## config.mk

```make
export PLATFORM = sky130hd
export DESIGN_NAME = caches_top
export DESIGN_NICKNAME = d
export VERILOG_FILES = /design/src/source/cpu_types_pkg.sv /design/src/source/caches_if.sv /design/src/source/datapath_cache_if.sv /design/src/source/caches_top.sv /design/src/source/memory_control.sv /design/src/source/icache.sv
export SDC_FILE = /design/constraint.sdc
export NUM_CORES = 1
export LEC_CHECK = 0
export BUFFER_PORTS_ARGS = -buffer_cell sky130_fd_sc_hd__buf_4
export CAP_MARGIN = 25
export CELL_PAD_IN_SITES_DETAIL_PLACEMENT = 2
export CELL_PAD_IN_SITES_GLOBAL_PLACEMENT = 2
export CORE_AREA = 2 2 304 426
export CTS_CLUSTER_SIZE = 8
export DETAILED_ROUTE_END_ITERATION = 8
export DIE_AREA = 0 0 306 428
export PLACE_DENSITY_LB_ADDON = 0.1
export SETUP_SLACK_MARGIN = 0.1
export SLEW_MARGIN = 20
export SYNTH_ARGS = -nofsm -noshare
export SYNTH_HDL_FRONTEND = slang
export SYNTH_HIERARCHICAL = 1
export SYNTH_SLANG_ARGS = --single-unit
```

## constraint.sdc

```tcl
create_clock -name CLK -period 5.8 [get_ports CLK]
set_input_delay 0 -clock CLK [delete_from_list [all_inputs] [get_ports CLK]]
set_output_delay 0 -clock CLK [all_outputs]
set_load 0.005 [all_outputs]
```

## src/source/cpu_types_pkg.sv

```systemverilog
// shared types for the instruction fetch memory subsystem
//   word and byte address types
//   external RAM bus state encoding
//   bytes per word, for address field sizing

package cpu_types_pkg;

  // datapath width
  localparam int WORD_W = 32;

  // address width, byte addressed
  localparam int ADDR_W = 32;

  // bytes in one word
  // low address bits below this are the byte offset
  localparam int WORD_BYTES = WORD_W / 8;

  // one data or instruction word
  typedef logic [WORD_W-1:0] word_t;

  // byte address, word aligned
  // low 2 bits are ignored by every consumer
  typedef logic [ADDR_W-1:0] addr_t;

  // condition reported by the external RAM each cycle
  typedef enum logic [1:0] {
    // idle, nothing requested
    FREE   = 2'b00,
    // access in progress
    BUSY   = 2'b01,
    // read data valid or write done this cycle
    ACCESS = 2'b10,
    // bad access
    ERROR  = 2'b11
  } ramstate_t;

endpackage
```

## src/source/caches_if.sv

```systemverilog
// line fill channel between instruction cache and memory controller
//   request: iren, iaddr
//   response: iwait, iload
//   modports for the cache and controller ends

`timescale 1ns/1ns

interface caches_if;
  import cpu_types_pkg::*;

  // fill request from the cache
  // held until a cycle with iwait low
  logic  iren;
  addr_t iaddr;

  // stall while the RAM bus is busy or taken by data
  logic  iwait;
  // fill word, valid when iwait is low
  word_t iload;

  // cache end
  modport cache (
    output iren,
    output iaddr,
    input  iwait,
    input  iload
  );

  // memory controller end
  modport ctrl (
    input  iren,
    input  iaddr,
    output iwait,
    output iload
  );

endinterface

```

## src/source/datapath_cache_if.sv

```systemverilog
// fetch channel between datapath side and instruction cache
//   request: imemren, imemaddr
//   response: ihit, imemload
//   modports for the cache and the datapath side

`timescale 1ns/1ns

interface datapath_cache_if;
  import cpu_types_pkg::*;

  // fetch request, held until ihit
  logic  imemren;
  addr_t imemaddr;

  // hit strobe, transfer completes in this cycle
  logic  ihit;
  // instruction word, valid with ihit
  word_t imemload;

  // cache end
  modport cache (
    input  imemren,
    input  imemaddr,
    output ihit,
    output imemload
  );

  // requester end, the top level in this design
  modport datapath (
    output imemren,
    output imemaddr,
    input  ihit,
    input  imemload
  );

endinterface

```

## src/source/caches_top.sv

```systemverilog
// top level of the instruction fetch memory subsystem
//   plain fetch, data and RAM bus ports
//   fetch channel and fill channel interfaces
//   icache and memory_control instances

`timescale 1ns/1ns

module caches_top #(
  parameter int unsigned NUM_BLOCKS = 16
) (
  input  logic                      CLK,
  input  logic                      nRST,

  // instruction fetch
  input  logic                      imemren,
  input  cpu_types_pkg::addr_t      imemaddr,
  output logic                      ihit,
  output cpu_types_pkg::word_t      imemload,

  // uncached data port
  input  logic                      dmemren,
  input  logic                      dmemwen,
  input  cpu_types_pkg::addr_t      dmemaddr,
  input  cpu_types_pkg::word_t      dmemstore,
  output logic                      dhit,
  output cpu_types_pkg::word_t      dmemload,

  // external RAM bus
  output logic                      ramren,
  output logic                      ramwen,
  output cpu_types_pkg::addr_t      ramaddr,
  output cpu_types_pkg::word_t      ramstore,
  input  cpu_types_pkg::word_t      ramload,
  input  cpu_types_pkg::ramstate_t  ramstate
);

  // fetch channel, top ports to icache
  datapath_cache_if dcif ();

  // fill channel, icache to controller
  caches_if cif ();

  // fetch request in
  assign dcif.imemren  = imemren;
  assign dcif.imemaddr = imemaddr;

  // fetch response out
  assign ihit     = dcif.ihit;
  assign imemload = dcif.imemload;

  icache #(
    .NUM_BLOCKS (NUM_BLOCKS)
  ) icache_i (
    .CLK  (CLK),
    .nRST (nRST),
    .dcif (dcif),
    .cif  (cif)
  );

  // combinational, no clock or reset
  memory_control memory_control_i (
    .cif       (cif),
    .dmemren   (dmemren),
    .dmemwen   (dmemwen),
    .dmemaddr  (dmemaddr),
    .dmemstore (dmemstore),
    .dhit      (dhit),
    .dmemload  (dmemload),
    .ramren    (ramren),
    .ramwen    (ramwen),
    .ramaddr   (ramaddr),
    .ramstore  (ramstore),
    .ramload   (ramload),
    .ramstate  (ramstate)
  );

endmodule

```

## src/source/memory_control.sv

```systemverilog
// memory controller for the fetch side
//   arbiter between icache fills and the uncached data port
//   data requests always win
//   drives the single external RAM bus
//   iwait and dhit derived from ramstate and the grant

`timescale 1ns/1ns

module memory_control (
  caches_if.ctrl                    cif,

  // uncached data port
  input  logic                      dmemren,
  input  logic                      dmemwen,
  input  cpu_types_pkg::addr_t      dmemaddr,
  input  cpu_types_pkg::word_t      dmemstore,
  output logic                      dhit,
  output cpu_types_pkg::word_t      dmemload,

  // external RAM bus
  output logic                      ramren,
  output logic                      ramwen,
  output cpu_types_pkg::addr_t      ramaddr,
  output cpu_types_pkg::word_t      ramstore,
  input  cpu_types_pkg::word_t      ramload,
  input  cpu_types_pkg::ramstate_t  ramstate
);
  import cpu_types_pkg::*;

  // data side owns the bus this cycle
  logic dgrant;
  // instruction side owns the bus this cycle
  logic igrant;
  // RAM finished the current access
  logic ram_done;

  // any data request takes the bus
  assign dgrant = dmemren || dmemwen;

  // fill goes out only when data is absent
  assign igrant = cif.iren && !dgrant;

  // ERROR is never treated as done
  // requester keeps waiting
  assign ram_done = (ramstate == ACCESS);

  // RAM bus from the winner
  always_comb begin
    ramren   = 1'b0;
    ramwen   = 1'b0;
    ramaddr  = cif.iaddr;
    ramstore = dmemstore;
    if (dgrant) begin
      ramren  = dmemren;
      ramwen  = dmemwen;
      ramaddr = dmemaddr;
    end else if (igrant) begin
      ramren = 1'b1;
    end
  end

  // data done when RAM reports ACCESS under a data grant
  assign dhit = dgrant && ram_done;

  // fill stalls while data holds the bus or RAM is not done
  assign cif.iwait = dgrant || !ram_done;

  // read data to both sides
  // each side only samples it on its own strobe
  assign cif.iload = ramload;
  assign dmemload  = ramload;

endmodule

```

## src/source/icache.sv

```systemverilog
// direct-mapped instruction cache
//   NUM_BLOCKS frames of valid bit, tag and one word
//   combinational hit path
//   two-state miss controller, IDLE and REQUEST

`timescale 1ns/1ns

module icache #(
  parameter int unsigned NUM_BLOCKS = 16
) (
  input  logic            CLK,
  input  logic            nRST,
  datapath_cache_if.cache dcif,
  caches_if.cache         cif
);
  import cpu_types_pkg::*;

  // address split: tag | index | byte offset
  localparam int OFF_W = $clog2(WORD_BYTES);
  localparam int IDX_W = $clog2(NUM_BLOCKS);
  localparam int TAG_W = ADDR_W - IDX_W - OFF_W;

  typedef logic [IDX_W-1:0] idx_t;
  typedef logic [TAG_W-1:0] tag_t;

  // miss controller states
  typedef enum logic {
    IDLE    = 1'b0,
    REQUEST = 1'b1
  } state_t;

  // frame storage
  logic [NUM_BLOCKS-1:0] valid_q;
  tag_t                  tag_q  [NUM_BLOCKS];
  word_t                 data_q [NUM_BLOCKS];

  // decoded request address
  idx_t idx;
  tag_t tag;

  // lookup result
  logic hit;

  // frame write strobe, fill word arrived
  logic fill;

  state_t state_q, state_d;

  // fields of the fetch address
  // byte offset bits are dropped
  assign idx = dcif.imemaddr[OFF_W +: IDX_W];
  assign tag = dcif.imemaddr[ADDR_W-1 -: TAG_W];

  // hit needs a live request, a valid frame and a tag match
  // a frame being filled is still invalid, so no hit in REQUEST
  assign hit = dcif.imemren && valid_q[idx] && (tag_q[idx] == tag);

  assign dcif.ihit     = hit;
  assign dcif.imemload = data_q[idx];

  // fill address is the held fetch address
  assign cif.iaddr = dcif.imemaddr;

  // request only while waiting on memory
  assign cif.iren = (state_q == REQUEST);

  // word is valid in the cycle iwait drops
  assign fill = (state_q == REQUEST) && !cif.iwait;

  // next state
  always_comb begin
    state_d = state_q;
    case (state_q)
      IDLE: begin
        // miss on a live request starts a fill
        if (dcif.imemren && !hit) begin
          state_d = REQUEST;
        end
      end
      REQUEST: begin
        // back to lookup once the word is in
        // datapath then hits on the following cycle
        if (!cif.iwait) begin
          state_d = IDLE;
        end
      end
      default: begin
        state_d = IDLE;
      end
    endcase
  end

  // controller state
  always_ff @(posedge CLK or negedge nRST) begin
    if (!nRST) begin
      state_q <= IDLE;
    end else begin
      state_q <= state_d;
    end
  end

  // valid bits, all lines invalid out of reset
  always_ff @(posedge CLK or negedge nRST) begin
    if (!nRST) begin
      valid_q <= '0;
    end else if (fill) begin
      valid_q[idx] <= 1'b1;
    end
  end

  // tag and word of the frame being filled
  // qualified by valid, so contents after reset do not matter
  always_ff @(posedge CLK) begin
    if (fill) begin
      tag_q[idx]  <= tag;
      data_q[idx] <= cif.iload;
    end
  end

endmodule

```

Word level (Yosys, flattened, before mapping)

Memories as Yosys holds them, arrays and structs flattened.
Cells that the tools add are included.

Register bits: 17
Bits in writable memories: 928
Input port bits: 135
Output and inout port bits: 132
Word-level logic and storage cells: 36
Memories kept: 2

Memories:

| name            | depth | width | rd ports | clocked after memory_dff | wr ports | RTL line     | source |
|---|---|---|---|---|---|---|---|
| icache_i.data_q | 16    | 32    | 1        | 0                        | 1        | icache.sv:35 | `word_t data_q [NUM_BLOCKS];` |
| icache_i.tag_q  | 16    | 26    | 1        | 0                        | 1        | icache.sv:34 | `tag_t tag_q [NUM_BLOCKS];` |

Order comparisons: 2
Eq/ne operators: 2
Multiplexer cells: 13
Bitwise gates (word level): 2
Reduce and logical (&&, ||, !) cells: 13

Operator list:

| cell                 | count |
|---|---|
| $mux W32             | 1 |
| $eq A26 B26 Y1       | 1 |
| $or A16 B16 Y16      | 1 |
| $mux W1              | 9 |
| $logic_and A1 B1 Y1  | 7 |
| $lt A4 B5 Y1 const B | 1 |
| $bmux W1 S4          | 1 |
| $demux W1 S4         | 1 |
| $ge A4 B1 Y1 const B | 1 |
| $logic_not A1 Y1     | 4 |
| $eq A2 B2 Y1 const B | 1 |
| $logic_or A1 B1 Y1   | 2 |
| $pmux W1 S2          | 1 |
| $not A1 Y1           | 1 |

Depth between registers and ports, before layout

Gate-level depths: netlist of run 1.

Depth in word-level cells: 8
Gate-level depth with buffers: 12
Gate-level depth less buffers: 8

Modules after synthesis

The synthesis of run 1 kept the hierarchy.

By module, submodules not included:

| module         | times used | cells each | area an instance (µm²) | seq. area each (µm²) |
|---|---|---|---|---|
| icache         | 1          | 1586       | 36670.2                | 28292.1 |
| memory_control | 1          | 137        | 1163.6                 | 0.0 |

Least setup slack after synthesis of run 1

OpenSTA, ideal clock, no wires.

Path kind: input to register
Start point: in imemaddr[3]
End point: reg icache_i.valid_q[3]
Setup time: 0.089 ns
Arrival: 5.848 ns
Required time: 5.711 ns
Slack: -0.137 ns
Stages on the path: 9
Buffers on the path: 6
Cells stage by stage: buf_4 > buf_2 > buf_2 > buf_2 > buf_2 > buf_2 > nand3_1 > nor3_1 > or2_2

Word-level cells in the longest chain between the ends: 5
Elaborated cells between the ends (all ways): 6
Classes of those cells: order compare (2); mux (2); bitwise (1); reduce/logical (1)

Ends and longest elaborated chain:

| element                                                            | RTL line         | source |
|---|---|---|
| start, declared                                                    | caches_top.sv:16 | `input cpu_types_pkg::addr_t imemaddr,` |
| $lt A4 B5 Y1 (not written as such) or $ge A4 B1 Y1 (tied branches) | icache.sv:107    | `valid_q[idx] <= 1'b1;` |
| $logic_and A1 B1 Y1 (not written as such)                          | icache.sv:107    |  |
| $mux W1 (not written as such)                                      | icache.sv:107    |  |
| $demux W1 S4 (*)                                                   | --               |  |
| $or A16 B16 Y16 (no source line) (*)                               | --               |  |
| end signal, assigned                                               | icache.sv:105    | `valid_q <= '0;` |
| end signal, assigned by index                                      | icache.sv:107    |  |
| end, declared                                                      | icache.sv:33     | `logic [NUM_BLOCKS-1:0] valid_q;` |

Mark *: on every way between the ends. The rest lies on a longest branch, timed or not.
A chain may end at the register's enable or synchronous reset.

Worst setup path in the final report of run 1

Start point: in imemaddr[3]
End point: out ihit

Word-level cells in the longest chain between the ends: 4
Elaborated cells between the ends (all ways): 6
Classes of those cells: eq/ne (1); mux (2); reduce/logical (2); memory (1)

Ends and longest elaborated chain:

| element                                                 | RTL line         | source |
|---|---|---|
| branches (longest 3 deep; another with $mem_v2 Z16 W26) | --               |  |
| $logic_and A1 B1 Y1 (*)                                 | icache.sv:56     | `assign hit = dcif.imemren && valid_q[idx] && (tag_q[idx] == tag);` |
| end, declared                                           | caches_top.sv:17 | `output logic ihit,` |

Mark *: on every way between the ends. The select of a mux whose other input is x is not followed.

==> results.sh, run 1 <==
export IMPL_status="complete, no violations"
export IMPL_seq_area_frac_synth_pct=74.8
export IMPL_fin_crit_sh_pct=67.9
export IMPL_netlist_top_cells_count="edfxtp_1 (928), mux4_2 (250), buf_4 (135)"
export IMPL_tightest_slew_ps=990
export IMPL_p_leak_nw=14.6
export IMPL_post_dp_cell_area_um2=40600
export IMPL_reg2reg_to="icache_i/cif.iren$_DFF_PN0_"
export IMPL_ant_nets=0
export IMPL_cts_tree="yes"
export IMPL_post_synth_num_cell_types=59
export IMPL_dieArea_um2=131000
export IMPL_syn_num_nets=1858
export IMPL_setup_tns_ps=0
export IMPL_ys_seq_elements=945
export IMPL_endpoint_kind="output pin"
export IMPL_worstSkewPairLatency_ps=720
export IMPL_grtUsageTotal_pct=16.5
export IMPL_antennaDiodeCount=0
export IMPL_initial_utilization_pct=29.8
export IMPL_cpLargestDelayFamily="buffers and inverters"
export IMPL_hold_depth=0
export IMPL_area_growth_pct=18.8
export IMPL_crit_slowest_cell="buf_4"
export IMPL_yosys_most_used_dff="edfxtp_1"
export IMPL_cp_buffers_inverters=3
export IMPL_die_y_um=428
export IMPL_start_kind="primary input"
export IMPL_core_um2=127000
export IMPL_synth_edf_count=928
export IMPL_htreeDepth=4
export IMPL_netlist_area_um2=37800
export IMPL_overflow=0
export IMPL_viasPerCell=4.95
export IMPL_clkSinkCount=945
export IMPL_path_max_fanout=85
export IMPL_synthCells=1723
export IMPL_synth_area_leader_cell="edfxtp_1"
export IMPL_timing_rr_start="icache_i/tag_q[15][3]$_DFFE_PP_"
export IMPL_drive_above_1_share_pct=36.2
export IMPL_total_power_mw=15.6
export IMPL_critPathKind="in2out"
export IMPL_numCtsBuffers=136
export IMPL_dp_hpwl_mm=56.4
export IMPL_crit_path_start="imemaddr[3]"
export IMPL_yosysWarnings=6
export IMPL_synth_area_top_cells="edfxtp_1 (74%), mux4_2 (15%), buf_4 (2.7%)"
export IMPL_drv_slew=0
export IMPL_antenna_found_initial=1
export IMPL_crit_chain="buf_8 > buf_4 > mux4_2 > mux2i_1 > mux2i_1 > xor2_1 > nor4_1 > nand4_1 > nor4b_2 > buf_4"
export IMPL_gp_congestion=0.699
export IMPL_reg2regPathDepth=9
export IMPL_max_stage_delay_ps=780
export IMPL_cts_buffer_depth=3
export IMPL_power_density_nw_per_um2=347
export IMPL_clock_root_buffer="clkbuf_16"
export IMPL_synth_top_area_share_pct=73.7
export IMPL_finalCriticalPeriod_ps=3940
export IMPL_min_from="dmemstore[0]"
export IMPL_rows=155
export IMPL_max_freq_mhz=254
export IMPL_async_reset_ff_share_pct=1.80
export IMPL_wire_per_inst_um=29.4
export IMPL_ir_drop_v=0.000262
export IMPL_grt_pass1_wl_mm=155
export IMPL_min_to="ramstore[0]"
export IMPL_first_pass_iters=5
export IMPL_worstPathArrival_ps=3940
export IMPL_synth_most_common_cell="edfxtp_1"
export IMPL_first_iter_violations=1217
export IMPL_vias=18000
export IMPL_num_io_pins=267
export IMPL_fin_area_um2=45000
export IMPL_hold_viol_final=0
export IMPL_grt_pass1_vias=21000
export IMPL_crit_required_ps=5800
export IMPL_avgSynthCellArea_um2=22.0
export IMPL_setup_viol=0
export IMPL_port_buffers=202
export IMPL_fin_nets=2100
export IMPL_hold_path_class="in2out"
export IMPL_relSlewSlack_pct=34.0
export IMPL_finalWirelength_mm=107
export IMPL_clock_skew_ps=17.2
export IMPL_r2r_setup_slack_ps=2230
export IMPL_cp_num_cells=10
export IMPL_grt_max_degree=86
export IMPL_drcViolationCount=0
export IMPL_maxCapViolCount=0
export IMPL_rsz0062_at_grt="no"
export IMPL_fillers=12100
export IMPL_fp_dieW_um=306
-- power by group --
group	leakage [nW]	internal, mW	total (mW)	switching [mW]
clock	1.82	4.26	7.15	2.88
sequential	8.57	7.55	7.56	0.0158
combinational	4.19	0.415	0.895	0.480
-- state kept, by name (all words and copies together) (netlist names) --
name               flops
icache_i/tag_q       416
icache_i/valid_q      16
icache_i/data_q      512
icache_i/cif.iren      1
-- metal layers --
metal	up-vias	routed length [um]	part of all wire, %	track usage [%]
li1	7495	-	-	-
met1	9992	46800	44	21.4
met2	401	54900	51	28.6
met3	154	3580	3.3	2.88
met4	0	1840	1.7	4.21
met5	-	0	0	0
-- worst register-to-register path, cell delays in order (launching register included) --
cell and delay, ps:
edfxtp_1 360, mux4_2 500, mux2i_1 210, nor2_1 130
nor3_1 600, a31oi_1 360, nor2_1 160, nor4b_2 430
o21ai_1 130, dlygate4sd3_1 570
-- layout make-up --
type                    instances  area, um2  share of cell area, %
inverters                      14       52.6                  0.117
clock inverters                14        215                  0.479
clock buffers                 159       3530                   7.86
repair buffers                310       2630                   5.84
multi-input cells             558       8180                   18.2
well taps                    1648       2060                   4.59
flip-flops and latches        945      28300                   62.9
-- cells by family (layout without fill, tap and decap cells) --
| family | count (synthesis) | after routing | synth area share [%] |
|---|---|---|---|
| DFF | 945 | 945 | 74.8 |
| AOI/OAI and AO/OA | 71 | 71 | 1.47 |
| muxes | 352 | 352 | 17.7 |
| xor gates and xnor gates | 27 | 27 | 0.625 |
| buffers and inverters | 220 | 497 | 3.91 |
| and+or+nand+nor | 108 | 108 | 1.50 |
-- worst max path at each step --
stage / endpoint / slack, ps
2_1_floorplan: icache_i/valid_q[0]$_DFFE_PN0P_ / 220
3_3_place_gp: icache_i/cif.iren$_DFF_PN0_ / 1580
3_5_place_dp: icache_i/cif.iren$_DFF_PN0_ / 1610
4_1_cts: ihit / 1700
5_1_grt: ihit / 1580
6_report: ihit / 1860
-- placed cells by master, fill, tap and decap left out, types with 13 or more instances in the layout --
cell	Yosys	layout
edfxtp_1	928	928
mux4_2	250	250
buf_4	135	235
clkbuf_16	0	138
mux2i_1	68	68
dlygate4sd3_1	0	62
mux2_2	31	31
clkbuf_1	16	21
nand2_1	18	18
or2_2	17	17
dfrtp_1	17	17
xnor2_1	16	16
nor2_4	1	13
nor2_1	25	13
inv_1	13	13
-- timing repair --
| item | CTS | global route |
|---|---|---|
| hold buffers | 63 | 0 |
| gates resized for setup | 0 | 0 |
| endpoints found under the hold margin | 946 | 0 |
| setup buffers | 0 | 0 |
-- through the flow --
step / setup WS, ps / instances / hold slack [ps] / util (%)
after floorplan: 224 / 1723 / -296 / -
after detailed placement: 1610 / 3412 / -87.2 / 31.9
final: 1860 / 3648 / 0.00189 / 35.4
after CTS: 1700 / 3648 / 0.0346 / 35.4
after global placement: 1580 / 3412 / -93.9 / 31.9
after global routing: 1580 / 3648 / 0.0103 / 35.4
Power figures use the tool's default switching activity.
==> run 2: changes to the inputs <==
==> constraint.sdc (replaced) <==
create_clock -name CLK -period 3.47 [get_ports CLK]
set_input_delay 0 -clock CLK [delete_from_list [all_inputs] [get_ports CLK]]
set_output_delay 0 -clock CLK [all_outputs]
set_load 0.005 [all_outputs]
==> results.sh, run 2 (synthesized netlist as in run 1, its figures left out) <==
export IMPL_status="complete, no violations"
export IMPL_max_stage_delay_ps=500
export IMPL_rows=155
export IMPL_power_share_sequential_pct=48.2
export IMPL_crit_chain="mux4_2 > mux2i_4 > xnor2_2 > a31oi_4 > nor4_2 > nand4_1 > nor4b_4 > buf_6 > buf_6"
export IMPL_grt_pass1_wl_mm=155
export IMPL_crit_slowest_cell="mux4_2"
export IMPL_endpoint_kind="output pin"
export IMPL_finalCoreUtilization_pct=35.8
export IMPL_whs_ps=0.00188
export IMPL_antennaDiodeCount=0
export IMPL_crit_top_cell="buf_6"
export IMPL_cts_buffer_depth=3
export IMPL_worstPathArrival_ps=3250
export IMPL_finalCriticalPeriod_ps=3250
export IMPL_antenna_found_initial=3
export IMPL_grt_max_degree=51
export IMPL_cp_buffers_inverters=2
export IMPL_initial_utilization_pct=29.8
export IMPL_wire_per_inst_um=29.3
export IMPL_grt_pass1_vias=20900
export IMPL_first_pass_iters=5
export IMPL_rsz0062_at_grt="yes"
export IMPL_relSlewSlack_pct=38.5
export IMPL_crit_end="ihit"
export IMPL_power_density_nw_per_um2=577
export IMPL_crit_path_start="icache_i/tag_q[9][8]$_DFFE_PP_"
export IMPL_timing_rr_start="icache_i/tag_q[9][8]$_DFFE_PP_"
export IMPL_regMostFlops="icache_i/data_q"
export IMPL_fin_crit_sh_pct=93.7
export IMPL_clock_skew_ps=24.9
export IMPL_die_y_um=428
export IMPL_core_um2=127000
export IMPL_intPower_mw=20.6
export IMPL_grtUsageTotal_pct=16.7
export IMPL_layout_common_cells="edfxtp_1 (928), mux4_2 (250), buf_4 (244), clkbuf_16 (142), mux2i_1 (66)"
export IMPL_num_io_pins=267
export IMPL_cpLargestDelayFamily="simple AND/OR/NAND/NOR gates"
export IMPL_area_growth_pct=20.2
export IMPL_hold_viol_final=0
export IMPL_seqCellArea_um2=28300
export IMPL_crit_required_ps=3470
export IMPL_dp_hpwl_mm=59.9
export IMPL_gp_congestion=0.722
export IMPL_setup_tns_ps=0
export IMPL_drcViolationCount=0
export IMPL_combPwrFrac_pct=5.9
export IMPL_finalWirelength_mm=108
export IMPL_worstSkewPairLatency_ps=750
export IMPL_port_buffers=202
export IMPL_reg2regPathDepth=10
export IMPL_p_leak_nw=14.8
export IMPL_first_iter_violations=956
export IMPL_start_kind="flop"
export IMPL_cts_tree="yes"
export IMPL_largest_register_ffs=512
export IMPL_critPathKind="reg2out"
export IMPL_clock_root_buffer="clkbuf_16"
export IMPL_clkSinkCount=945
export IMPL_path_clk_slew_ps=50
export IMPL_switching_share_pct=21.4
export IMPL_fillers=12100
export IMPL_mostFrequentLayoutCell="edfxtp_1"
export IMPL_drv_slew=0
export IMPL_cp_num_cells=9
export IMPL_multi_input_area_um2=8260
export IMPL_p_clk_share_pct=45.9
export IMPL_switchingPower_mw=5.62
export IMPL_setup_viol=0
export IMPL_maxCapViolCount=0
export IMPL_drive_above_1_share_pct=37.2
export IMPL_total_power_mw=26.2
export IMPL_path_max_fanout=2
export IMPL_max_freq_mhz=308
export IMPL_ant_nets=0
export IMPL_numCtsBuffers=136
export IMPL_fin_nets=2129
export IMPL_r2r_setup_slack_ps=310
export IMPL_largest_registers="icache_i/data_q: 512 flops, icache_i/tag_q: 416 flops, icache_i/valid_q: 16 flops"
export IMPL_viasPerCell=4.91
export IMPL_htreeDepth=4
export IMPL_vias=18100
export IMPL_hold_path_class="in2out"
export IMPL_reg2reg_to="icache_i/cif.iren$_DFF_PN0_"
export IMPL_tightest_slew_ps=921
export IMPL_overflow=0
export IMPL_fp_dieW_um=306
export IMPL_dieArea_um2=131000
export IMPL_ir_drop_v=0.000521
run 2: cell types whose count changed in the layout (fill, tap and decap cells not counted), moves of 3 or more:
cell and delta:
inv_6 +3, clkinv_8 -7, buf_12 +17, nor3_2 -3
buf_4 +9, clkbuf_16 +4, nor3_4 +3, clkbuf_1 +4
run 2: how the worst min path moves through the flow:
| stage | slack, ps | depth (start not counted) | startpoint | end |
|---|---|---|---|---|
| 2_1_floorplan | -300 | 0 | nRST | icache_i/cif.iren$_DFF_PN0_ |
| 3_3_place_gp | -80 | 1 | nRST | icache_i/valid_q[3]$_DFFE_PN0P_ |
| 3_5_place_dp | -80 | 1 | nRST | icache_i/valid_q[3]$_DFFE_PN0P_ |
| 4_1_cts | 0.03 | 0 | dmemstore[17] | ramstore[17] |
| 5_1_grt | 0.01 | 0 | dmemstore[0] | ramstore[0] |
| 6_report | 0.002 | 0 | dmemstore[23] | ramstore[23] |
run 2: through the flow:
| stage | setup slack (ps) | instances | cell area [um2] |
|---|---|---|---|
| after detailed placement | 115 | 3440 | 41000 |
| after CTS | 102 | 3679 | 45400 |
| after floorplan | -405 | 1723 | 37900 |
| final | 219 | 3680 | 45500 |
| after global routing | 50.4 | 3680 | 45500 |
| after global placement | 167 | 3440 | 41000 |
run 2: cell type report:
type	instances	share of cell area (%)
tap	1648	4.53
timing repair buffer	339	6.75
multi-input combinational	558	18.2
sequential	945	62.2
clock buffer	167	8.02
inverter	14	0.116
clock inverter	9	0.215
run 2: power by group through the flow:
stage               logic, mW  registers [mW]  clock network, mW
floorplan               0.903            12.8                  0
global placement         1.49            12.9                  0
detailed placement       1.52            12.9                  0
CTS                      1.59            12.6               12.4
global route             1.67            12.6               12.8
finish                   1.54            12.6               12.0
run 2: routing by layer:
layer | global-route usage (%) | vias up | part of all wire, %
li1 | - | 7562 | -
met1 | 20.4 | 9959 | 41
met2 | 30.0 | 395 | 53
met3 | 2.87 | 162 | 3.2
met4 | 5.18 | 0 | 2.3
met5 | 0 | - | 0
run 2: repair_timing:
item	CTS	global route
setup endpoints to repair	1	1
endpoints found under the hold margin	946	0
buffers inserted	1	0
hold buffers	62	0
gates resized for setup	7	4
pin swaps	4	4
==> run 3: changes to the inputs <==
--- a/config.mk
+++ b/config.mk
@@ -5,14 +5,14 @@
 export SDC_FILE = /design/constraint.sdc
 export NUM_CORES = 1
 export LEC_CHECK = 0
-export BUFFER_PORTS_ARGS = -buffer_cell sky130_fd_sc_hd__buf_4
+export BUFFER_PORTS_ARGS = -buffer_cell sky130_fd_sc_hd__buf_2
 export CAP_MARGIN = 25
 export CELL_PAD_IN_SITES_DETAIL_PLACEMENT = 2
 export CELL_PAD_IN_SITES_GLOBAL_PLACEMENT = 2
-export CORE_AREA = 2 2 304 426
+export CORE_AREA = 2 2 263 369
 export CTS_CLUSTER_SIZE = 8
 export DETAILED_ROUTE_END_ITERATION = 8
-export DIE_AREA = 0 0 306 428
+export DIE_AREA = 0 0 265 371
 export PLACE_DENSITY_LB_ADDON = 0.1
 export SETUP_SLACK_MARGIN = 0.1
 export SLEW_MARGIN = 20
==> constraint.sdc (replaced) <==
create_clock -name CLK -period 3.1 [get_ports CLK]
set_input_delay 0 -clock CLK [delete_from_list [all_inputs] [get_ports CLK]]
set_output_delay 0 -clock CLK [all_outputs]
set_load 0.005 [all_outputs]
==> results.sh, run 3 (synthesized netlist as in run 1, its figures left out) <==
export IMPL_status="complete, but fails checks"
export IMPL_violations="negative setup slack"
export IMPL_rsz0062_at_grt="yes"
export IMPL_crit_required_ps=3100
export IMPL_viasPerCell=5.61
export IMPL_layout_common_cells="edfxtp_1 (928), mux4_2 (250), buf_2 (197), clkbuf_16 (142), mux2i_1 (65)"
export IMPL_drv_slew=0
export IMPL_mostFrequentLayoutCell="edfxtp_1"
export IMPL_clkSinkCount=945
export IMPL_fin_ws_ps=-104
export IMPL_finalCoreUtilization_pct=47.0
export IMPL_ir_drop_v=0.000512
export IMPL_wl_met3_mm=4.65
export IMPL_fin_area_um2=44600
export IMPL_finalCriticalPeriod_ps=3200
export IMPL_dp_hpwl_mm=58.5
export IMPL_core_um2=94900
export IMPL_total_power_mw=29.0
export IMPL_relSlewSlack_pct=37.9
export IMPL_placed_cells=3033
export IMPL_hold_path_class="in2out"
export IMPL_grt_max_degree=52
export IMPL_fin_crit_sh_pct=103
export IMPL_clock_root_buffer="clkbuf_16"
export IMPL_largest_register_ffs=512
export IMPL_drcViolationCount=0
export IMPL_area_growth_pct=17.8
export IMPL_regMostFlops="icache_i/data_q"
export IMPL_clock_skew_ps=16.2
export IMPL_gp_congestion=0.776
export IMPL_port_buffers=202
export IMPL_endpoint_kind="output pin"
export IMPL_antennaDiodeCount=0
export IMPL_start_kind="flop"
export IMPL_cts_setup_buffers=0
export IMPL_num_io_pins=267
export IMPL_htreeDepth=4
export IMPL_fillers=8406
export IMPL_whs_ps=0.00198
export IMPL_finalWirelength_mm=104
export IMPL_setup_tns_ps=-104
export IMPL_initial_utilization_pct=39.9
export IMPL_rows=134
export IMPL_path_max_fanout=2
export IMPL_hold_viol_final=0
export IMPL_path_clk_slew_ps=50
export IMPL_numCtsBuffers=136
export IMPL_power_density_nw_per_um2=652
export IMPL_grtUsageTotal_pct=21.6
export IMPL_antenna_found_initial=2
export IMPL_first_pass_iters=4
export IMPL_post_dp_cell_area_um2=40200
export IMPL_grt_pass1_wl_mm=150
export IMPL_met2_length_mm=54.4
export IMPL_worstPathArrival_ps=3200
export IMPL_dp_slack_ps=91.2
export IMPL_cts_tree="yes"
export IMPL_worstSkewPairLatency_ps=730
export IMPL_dieArea_um2=98300
export IMPL_largest_registers="icache_i/data_q: 512 flops, icache_i/tag_q: 416 flops, icache_i/valid_q: 16 flops"
export IMPL_wirelength_met1_mm=42.1
export IMPL_max_freq_mhz=312
export IMPL_tightest_slew_ps=930
export IMPL_p_leak_nw=14.7
export IMPL_top_layer_used="met5"
export IMPL_maxCapViolCount=0
export IMPL_ant_nets=0
export IMPL_fin_nets=2146
export IMPL_cts_buffer_depth=3
export IMPL_drive_above_1_share_pct=38.2
export IMPL_die_y_um=371
export IMPL_wire_per_inst_um=31.8
export IMPL_vias=18300
export IMPL_final_cells=3261
export IMPL_grt_pass1_vias=20900
export IMPL_setup_viol=1
export IMPL_critPathKind="reg2out"
export IMPL_overflow=0
export IMPL_fp_dieW_um=265
export IMPL_first_iter_violations=1418
-- run 3: changes by cell type in the layout (fill, tap and decap cells not counted), sizes merged --
cell	before	now
dlygate4sd3	62	63
clkbuf	167	154
buf	277	293
inv	20	21
-- run 3: final timing paths --
path                                            startpoint                               end  slack (ps)  cells after the start
max reg2reg                    icache_i/cif.iren$_DFF_PN0_  icache_i/data_q[1][12]$_DFFE_PP_         490                      4
max                        icache_i/tag_q[6][24]$_DFFE_PP_                              ihit        -100                     11
min                                          dmemstore[23]                      ramstore[23]       0.002                      0
min reg2reg                icache_i/valid_q[6]$_DFFE_PN0P_   icache_i/valid_q[6]$_DFFE_PN0P_         470                      1
max in group asynchronous                             nRST   icache_i/valid_q[4]$_DFFE_PN0P_        2490                      4
min in group asynchronous                             nRST       icache_i/cif.iren$_DFF_PN0_         210                      3
-- run 3: timing repair --
| item | in CTS | in global routing |
|---|---|---|
| hold endpoints to repair | 946 | 0 |
| endpoints found under the setup margin | 1 | 1 |
| gates resized for setup | 10 | 3 |
| pin swaps | 8 | 3 |
| hold buffers | 63 | 0 |
-- run 3: layer usage --
| layer | track usage [%] | vias up |
|---|---|---|
| li1 | - | 7584 |
| met3 | 4.59 | 150 |
| met4 | 6.53 | 4 |
| met2 | 37.9 | 504 |
| met5 | 0 | - |
| met1 | 26.7 | 10000 |
-- run 3: power by group --
group	internal [mW]	switching (mW)	leakage, nW
Sequential	14.1	0.0295	8.57
Clock	8.07	5.19	1.81
Combinational	0.728	0.905	4.34
Total	22.9	6.13	14.7
-- run 3: worst max-delay path, stage by stage, from the launching register on --
cell and delay (ps):
edfxtp_1 360, mux4_2 500, xnor2_2 200, a21oi_1 190, nor3_1 180, buf_4 200, a31oi_1 90, buf_4 170
nor2_1 90, nor4b_4 240, buf_4 170, buf_6 90
-- run 3: area by class of cell --
type                    instances  area [um2]  area share, %
clock buffers                 154        3600           8.07
repair buffers                356        2740           6.15
inverters                      14        52.6          0.118
flip-flops and latches        945       28300           63.5
clock inverters                10        95.1          0.213
well taps                    1224        1530           3.44
multi-input cells             558        8270           18.5
